`src/source/cpuIsaPkg.sv`:
```
// instruction set of the 8-bit core, imported by the decoder, datapath and testbench
`default_nettype none

package cpuIsaPkg;

  ////////////////////
  // instruction word
  ////////////////////

  // full instruction width as seen on the program memory port
  localparam int instrWidth = 12;

  // sixteen opcodes, upper nibble of the instruction
  typedef enum logic [3:0] {
    opMov, opAnd, opOr, opXor,
    opAdd, opAdds, opSub, opSubs,
    opShift, opLi, opSlt, opEq,
    opBos, opBns, opJ, opDelay
  } opcodeE;

  // register number, four bits for sixteen registers
  typedef logic [3:0] regIndexT;

  // regA and regB together also carry the 8-bit immediate
  typedef struct packed {
    opcodeE   opcode;
    regIndexT regA;
    regIndexT regB;
  } instructionT;

  ////////////////////
  // special registers
  ////////////////////

  // read-only constants
  localparam regIndexT regZero    = 4'd0;
  localparam regIndexT regOne     = 4'd1;
  // button latch, cleared when read
  localparam regIndexT regPortIn  = 4'd2;
  // loaded from the random input every cycle
  localparam regIndexT regRand    = 4'd3;
  localparam regIndexT regPortOut = 4'd4;
  // li target
  localparam regIndexT regImm     = 4'd5;
  // alu result target
  localparam regIndexT regResult  = 4'd6;

endpackage

`default_nettype wire

```
`src/source/cpuDatapathPkg.sv`:
```
// datapath widths and the control bundle shared by the decoder and the execution blocks
`default_nettype none

package cpuDatapathPkg;

  // data word and program address share one width
  localparam int dataWidth = 8;

  typedef logic [dataWidth-1:0] dataT;
  typedef logic [dataWidth-1:0] pcT;

  // delay length is the operand times four
  localparam int delayShift = 2;

  // wide enough for the largest operand after the shift
  typedef logic [dataWidth+delayShift-1:0] delayCountT;

  // write address rule when the immediate rule is not in use
  typedef enum logic {
    wsResult,
    wsRegA
  } writeSelectE;

  // decoder output, one set per instruction
  // writeImmediate also picks the imm register as write target
  typedef struct packed {
    logic        writeEnable;
    logic        writeImmediate;
    logic        pcJump;
    logic        pcDelay;
    writeSelectE writeSelect;
  } cpuCtrlT;

endpackage

`default_nettype wire

```
`src/source/cpuDecoder.sv`:
```
// combinational instruction decoder, turns opcode and set flag into the control bundle
`timescale 1ns/1ps
`default_nettype none

module cpuDecoder (
  input  cpuIsaPkg::instructionT instruction,
  input  logic                   set,
  output cpuDatapathPkg::cpuCtrlT ctrl
);

  import cpuIsaPkg::*;
  import cpuDatapathPkg::*;

  always_comb begin
    // default is an instruction with no side effects
    ctrl = '{
      writeEnable:    1'b0,
      writeImmediate: 1'b0,
      pcJump:         1'b0,
      pcDelay:        1'b0,
      writeSelect:    wsResult
    };

    unique case (instruction.opcode)
      // writes back into the register named by regA
      opMov, opAdds, opSubs: begin
        ctrl.writeEnable = 1'b1;
        ctrl.writeSelect = wsRegA;
      end
      // plain alu ops land in the result register
      opAnd, opOr, opXor, opAdd, opSub, opShift: begin
        ctrl.writeEnable = 1'b1;
      end
      // immediate goes to the imm register
      opLi: begin
        ctrl.writeEnable    = 1'b1;
        ctrl.writeImmediate = 1'b1;
      end
      // branch on flag
      opBos: ctrl.pcJump = set;
      opBns: ctrl.pcJump = ~set;
      opJ:   ctrl.pcJump = 1'b1;
      opDelay: ctrl.pcDelay = 1'b1;
      // slt and eq only touch the flag inside the alu
      default: begin
      end
    endcase
  end

endmodule

`default_nettype wire

```
`src/source/registerFile.sv`:
```
// sixteen 8-bit registers with constant, button, random and port registers mapped in
`timescale 1ns/1ps
`default_nettype none

module registerFile (
  input  logic                    clk,
  input  logic                    reset,
  input  cpuIsaPkg::instructionT  instruction,
  input  cpuDatapathPkg::cpuCtrlT ctrl,
  input  cpuDatapathPkg::dataT    writeData,
  input  logic [1:0]              buttons,
  input  cpuDatapathPkg::dataT    random,
  output cpuDatapathPkg::dataT    operandA,
  output cpuDatapathPkg::dataT    operandB,
  output cpuDatapathPkg::dataT    portOut
);

  import cpuIsaPkg::*;
  import cpuDatapathPkg::*;

  dataT     regs [16];
  regIndexT writeAddress;
  logic     writeAllowed;
  logic     portInRead;

  // write target: imm register for li, else regA or the result register
  assign writeAddress = ctrl.writeImmediate ? regImm :
                        (ctrl.writeSelect == wsRegA) ? instruction.regA : regResult;

  // zero, one and the button latch cannot be written by software
  assign writeAllowed = ctrl.writeEnable && (writeAddress != regZero) &&
                        (writeAddress != regOne) && (writeAddress != regPortIn);

  // either operand field naming the button latch counts as a read
  assign portInRead = (instruction.regA == regPortIn) || (instruction.regB == regPortIn);

  always_ff @(posedge clk or negedge reset) begin
    if (!reset) begin
      for (int i = 0; i < 16; i++) begin
        regs[i] <= '0;
      end
      regs[regOne] <= dataT'(1);
    end else begin
      if (writeAllowed) begin
        regs[writeAddress] <= writeData;
      end
      // random register overrides any software write
      regs[regRand] <= random;
      // bit 1 is checked last so it wins
      if (buttons[0]) regs[regPortIn] <= dataT'(1);
      if (buttons[1]) regs[regPortIn] <= dataT'(2);
      // clear on read beats a new button pulse
      if (portInRead) regs[regPortIn] <= '0;
    end
  end

  // asynchronous read ports
  assign operandA = regs[instruction.regA];
  assign operandB = regs[instruction.regB];
  assign portOut  = regs[regPortOut];

endmodule

`default_nettype wire

```
`src/source/alu.sv`:
```
// alu with combinational result and the registered compare flag used by branches
`timescale 1ns/1ps
`default_nettype none

module alu (
  input  logic                 clk,
  input  logic                 reset,
  input  cpuIsaPkg::opcodeE    opcode,
  input  cpuDatapathPkg::dataT operandA,
  input  cpuDatapathPkg::dataT operandB,
  output cpuDatapathPkg::dataT result,
  output logic                 set
);

  import cpuIsaPkg::*;

  ////////////////////
  // result path
  ////////////////////

  always_comb begin
    unique case (opcode)
      opMov:          result = operandB;
      opAnd:          result = operandA & operandB;
      opOr:           result = operandA | operandB;
      opXor:          result = operandA ^ operandB;
      opShift:        result = operandA << operandB;
      opAdd, opAdds:  result = operandA + operandB;
      opSub, opSubs:  result = operandA - operandB;
      // li, compares, branches and delay produce nothing
      default:        result = '0;
    endcase
  end

  ////////////////////
  // compare flag
  ////////////////////

  // flag holds its value through every other opcode
  always_ff @(posedge clk or negedge reset) begin
    if (!reset) begin
      set <= 1'b0;
    end else if (opcode == opSlt) begin
      set <= operandA < operandB;
    end else if (opcode == opEq) begin
      set <= operandA == operandB;
    end
  end

endmodule

`default_nettype wire

```
`src/source/programCounter.sv`:
```
// program counter with jump load and the stall counter behind the delay instruction
`timescale 1ns/1ps
`default_nettype none

module programCounter (
  input  logic                    clk,
  input  logic                    reset,
  input  cpuDatapathPkg::cpuCtrlT ctrl,
  input  cpuDatapathPkg::dataT    immediate,
  output cpuDatapathPkg::pcT      pc
);

  import cpuDatapathPkg::*;

  delayCountT delayCount;
  delayCountT delayTarget;
  logic       delayPending;

  // operand scaled into delay cycles
  assign delayTarget = delayCountT'(immediate) << delayShift;

  // stall until the counter reaches the target
  assign delayPending = ctrl.pcDelay && (delayCount != delayTarget);

  always_ff @(posedge clk or negedge reset) begin
    if (!reset) begin
      pc <= '0;
    end else if (ctrl.pcJump) begin
      pc <= immediate;
    end else if (!delayPending) begin
      pc <= pc + pcT'(1);
    end
  end

  // count up while the delay is presented, wrap to 0 on release
  always_ff @(posedge clk or negedge reset) begin
    if (!reset) begin
      delayCount <= '0;
    end else if (ctrl.pcDelay) begin
      if (delayPending) begin
        delayCount <= delayCount + delayCountT'(1);
      end else begin
        delayCount <= '0;
      end
    end
  end

endmodule

`default_nettype wire

```
`src/source/cpuCore.sv`:
```
// top of the 8-bit core, fetches from an external program memory and drives portOut
`timescale 1ns/1ps
`default_nettype none

module cpuCore (
  input  logic                   clk,
  input  logic                   reset,
  input  cpuIsaPkg::instructionT instruction,
  input  logic [1:0]             buttons,
  input  cpuDatapathPkg::dataT   random,
  output cpuDatapathPkg::pcT     programCounter,
  output cpuDatapathPkg::dataT   portOut
);

  import cpuDatapathPkg::*;

  cpuCtrlT ctrl;
  logic    set;
  dataT    operandA;
  dataT    operandB;
  dataT    result;
  dataT    immediate;
  dataT    writeData;

  // both register fields form the immediate
  assign immediate = {instruction.regA, instruction.regB};

  ////////////////////
  // control
  ////////////////////

  cpuDecoder u_decoder (
    .instruction (instruction),
    .set         (set),
    .ctrl        (ctrl)
  );

  programCounter u_programCounter (
    .clk       (clk),
    .reset     (reset),
    .ctrl      (ctrl),
    .immediate (immediate),
    .pc        (programCounter)
  );

  ////////////////////
  // datapath
  ////////////////////

  registerFile u_registerFile (
    .clk         (clk),
    .reset       (reset),
    .instruction (instruction),
    .ctrl        (ctrl),
    .writeData   (writeData),
    .buttons     (buttons),
    .random      (random),
    .operandA    (operandA),
    .operandB    (operandB),
    .portOut     (portOut)
  );

  alu u_alu (
    .clk      (clk),
    .reset    (reset),
    .opcode   (instruction.opcode),
    .operandA (operandA),
    .operandB (operandB),
    .result   (result),
    .set      (set)
  );

  // writeback select, li takes the immediate
  assign writeData = ctrl.writeImmediate ? immediate : result;

endmodule

`default_nettype wire

```
`config.mk`:
```
export PLATFORM = sky130hd
export DESIGN_NAME = cpuCore
export DESIGN_NICKNAME = d
export VERILOG_FILES = /design/src/source/cpuIsaPkg.sv /design/src/source/cpuDatapathPkg.sv /design/src/source/cpuDecoder.sv /design/src/source/registerFile.sv /design/src/source/alu.sv /design/src/source/programCounter.sv /design/src/source/cpuCore.sv
export SDC_FILE = /design/constraint.sdc
export NUM_CORES = 1
export LEC_CHECK = 0
export ABC_AREA = 1
export BUFFER_PORTS_ARGS = -buffer_cell sky130_fd_sc_hd__buf_4
export CORE_MARGIN = 1.5
export CORE_UTILIZATION = 37
export DETAILED_ROUTE_END_ITERATION = 10
export PLACE_DENSITY = 0.5
export SLEW_MARGIN = 25
export SYNTH_ARGS = -nofsm -noshare
export SYNTH_HDL_FRONTEND = slang
export SYNTH_HIERARCHICAL = 1
export SYNTH_SLANG_ARGS = --single-unit
```
`constraint.sdc`:
```
create_clock -name clk -period 7.1 [get_ports clk]
set_clock_uncertainty 0.1 [all_clocks]
set_input_delay 1.42 -clock clk [delete_from_list [all_inputs] [get_ports clk]]
set_output_delay 1.42 -clock clk [all_outputs]
set_load 0.01 [all_outputs]
```
==> flow_summary.toml <==
[outcome]
status = "finished, final reports clean"

[floorplanning]
start_util_pct = 37.99
io-pin-count = 40
die_area_sq_um = 29860
die_h_um = 172.8
die_w_um = 172.8
row_count = 61
core_sq_um = 28090

[cts]
tritoncts = "built"
clk_latency_ps = 430
ctsResizeCount = 0
clockBufferDepth = 2
post_cts_buffers = 0
cts.sinks = 147
h-tree-depth = 4
hold_buffers = 0
cts_made_buffers = 17
clockRootBuffer = "clkbuf_16"
path_clk_slew_ps = 70

[sta]
tightest_slew_ps = 900.7
fmax_mhz = 180.8
fin_crit_ps = 5530
hold_viol_final = 0
drv_slew = 0
tns_ps = 0
slew_headroom_pct = 39.32
setup_viol = 0
finalCritPeriodShare_pct = 77.88
rsz0062_at_grt = "no"

[route]
via_per_inst = 5.090
avgRoutedWirePerCell_um = 17.58
vias = 10280
drt_first_pass_iters = 6
drtAntennaViolNets = 0
drt_iter0_drc = 947
wl_mm = 35.50
route.detailed.drc = 0

[worst_hold_path]
whs_endpoint = "u_registerFile/regs[112]$_DFFE_PN1P_"
hold_start = "u_registerFile/regs[112]$_DFFE_PN1P_"
hold_depth = 0
hold_path.class = "flop to flop"

[power]
irDropWorstVdd_v = 0.0001534
p_per_area_nw_per_um2 = 261.0
p_leak_nw = 5.918

[logic_synthesis]
ys_types = 45
ys_warn_count = 6
ys_async_sr_fraction_pct = 100.0
synth-edff-count = 0
dominantRegCellSynth = "dfrtp_1"
syn_nets = 1717
avgSynthCellArea_sq_um = 6.412
synthCells = 1664
synth-seq-area-share_pct = 34.49
syn_area_sq_um = 10670
ys_ff_latch = 147

[placement]
post-dp-hpwl_mm = 24.15
placed_cells = 1988
gp_congestion = 0.8942
detailed_place.area_sq_um = 10980
port_buffers = 39

[global_routing]
overflow = 0
grt_pass1_wl_mm = 56.79
grt_max_degree = 89
grt_usage_pct = 24.35
grt_pass1_vias = 9824
antenna_found_initial = 0

[setup_path]
cp-start-kind = "primary input"
reg2reg_slack_ps = 3270
slowest_delay_ps = 630
crit_chain = "buf_4 -> clkinv_1 -> nor2_1 -> nand2_1 -> nand2_1 -> inv_1 -> nand2_1 -> clkinv_1 -> ha_1 -> inv_1 -> nand3b_1 -> nand2_1 -> nand2_1 -> nand3_1 -> nand3_1 -> nand3_1 -> nand2_1 -> nand2_1 -> nand2_1 -> o21ai_0"
arrival_ps = 5720
cp_max_fo = 13
r2r_start = "u_registerFile/portOut[1]$_DFFE_PN0P_"
crit_required_ps = 7290
crit_type = "primary input to flop"
worstRegToRegCells = 21
rr_endpoint = "u_registerFile/regs[21]$_DFFE_PN0P_"
worst_path_dominant_cell_family = "simple AND/OR/NAND/NOR gates"
path_common_cell = "nand2_1"
cp_num_buf_inv = 5
cp-end-kind = "flop"
critical_path.slowest_cell = "nor2_1"

[final_layout]
finalNonFillerCells = 2020
fin_area_sq_um = 11600
area_growth_pct = 8.725
nNetsFinal = 1682
drive_above_1_share_pct = 8.222
antennaDiodeCount = 0

[job]
drv_cap = 0
## synth_stat cells (2+ instances only)
| cell type | n | area, sq um |
|---|---|---|
| o221ai_1 | 2 | 17.52 |
| buf_2 | 23 | 115.1 |
| nand4_4 | 2 | 42.54 |
| clkbuf_1 | 41 | 153.9 |
| ha_1 | 27 | 337.8 |
| o21bai_1 | 2 | 15.01 |
| buf_4 | 15 | 112.6 |
| nor2_1 | 57 | 214.0 |
| nand4_1 | 24 | 150.1 |
| buf_6 | 8 | 90.09 |
| nor3_1 | 3 | 15.01 |
| nand3_2 | 2 | 20.02 |
| nor2_4 | 15 | 168.9 |
| o21ai_1 | 6 | 30.03 |
| nand2_1 | 635 | 2384 |
| nor2_2 | 11 | 68.82 |
| dfrtp_1 | 146 | 3654 |
| xor2_1 | 8 | 70.07 |
| nand2_2 | 3 | 18.77 |
| a21oi_1 | 16 | 80.08 |
| fa_1 | 2 | 40.04 |
| nand3_1 | 235 | 1176 |
| inv_1 | 220 | 825.8 |
| o21ai_0 | 112 | 560.5 |
| buf_1 | 16 | 60.06 |
| clkinv_1 | 4 | 15.01 |
| nand3_4 | 2 | 35.03 |
| inv_2 | 10 | 37.54 |
## cells by family after synthesis
group,Yosys count,share of synthesized area [%]
AND/OR/NAND/NOR,997,40.89
buffers and inverters,337,13.22
flip-flops,147,34.49
AO/OA/AOI/OAI,146,7.201
adder cells (fa/ha/maj),29,3.542
XOR/XNOR,8,0.6568
## worst reg2reg max path, delay by kind of cell (launching register included)
kind	cells	cell delay, ps
adder cells (fa/ha/maj)	1	470
buffers and inverters	4	630
AND/OR/NAND/NOR	15	2050
AO/OA/AOI/OAI	1	90
flip-flops	1	350
## power by group
group / internal, mW / switching [mW] / total [mW]
Clock: 0.550 / 0.415 / 0.965
Sequential: 1.01 / 0.0848 / 1.09
Combinational: 0.308 / 0.665 / 0.972
Total: 1.86 / 1.16 / 3.03
## placed cells by master (no fill, tap or decap), drive strengths merged, types with 2 or more instances in the layout
cell type,instances
o221ai,2
nand4,26
bufinv,2
inv,236
dfrtp,146
xor2,8
nor3,5
clkbuf,19
nand2,639
a21oi,16
nand3,239
or2,2
o21bai,2
nor2,83
ha,27
clkinv,6
fa,2
buf,49
o21ai,119
clkinvlp,3
## stage by stage
step / utilization (%) / total power, mW / setup slack [ps] / hold slack [ps]
floorplan: - / 1.768 / 2698 / 328.5
global placement: 39.10 / 2.065 / 1067 / 257.4
detailed placement: 39.10 / 2.067 / 1156 / 259.3
CTS: 41.30 / 3.040 / 1596 / 269.5
global route: 41.30 / 3.231 / 1007 / 278.3
finish: 41.30 / 3.028 / 1570 / 269.0
## worst max path at each step
stage | endpoint | startpoint | cells past startpoint | slack [ps]
6_report | u_registerFile/regs[21]$_DFFE_PN0P_ | instruction[2] | 20 | 1570
5_1_grt | u_registerFile/regs[7]$_DFFE_PN0P_ | instruction[2] | 21 | 1010
4_1_cts | u_registerFile/portOut[3]$_DFFE_PN0P_ | instruction[2] | 20 | 1600
3_5_place_dp | u_registerFile/regs[59]$_DFFE_PN0P_ | instruction[2] | 20 | 1160
3_3_place_gp | u_registerFile/portOut[5]$_DFFE_PN0P_ | instruction[2] | 21 | 1070
2_1_floorplan | u_registerFile/regs[83]$_DFFE_PN0P_ | instruction[2] | 22 | 2700
## metal layers
| layer | global-route usage (%) | vias to the layer above | wire (um) |
|---|---|---|---|
| li1 | - | 5107 | - |
| met1 | 34.47 | 4735 | 16400 |
| met2 | 36.83 | 372 | 15580 |
| met3 | 4.090 | 68 | 2396 |
| met4 | 9.928 | 0 | 1133 |
| met5 | 0 | - | 0 |
## final cells by class
class | count | area (sq um)
clock buffer | 19 | 452.9
timing repair buffer | 49 | 371.6
sequential | 147 | 3680
inverter | 234 | 878.3
tap | 378 | 473.0
multi-input combinational | 1180 | 5579
fill | 3045 | 16490
clock inverter | 13 | 165.2
## flip-flops by register name, summed over array words and instances, names as in the netlist
name,cells
u_registerFile/portOut,8
u_programCounter/pc,8
u_programCounter/delayCount,10
u_alu/set,1
u_registerFile/regs,120
Note: power is estimated with default switching activity, not from simulation.
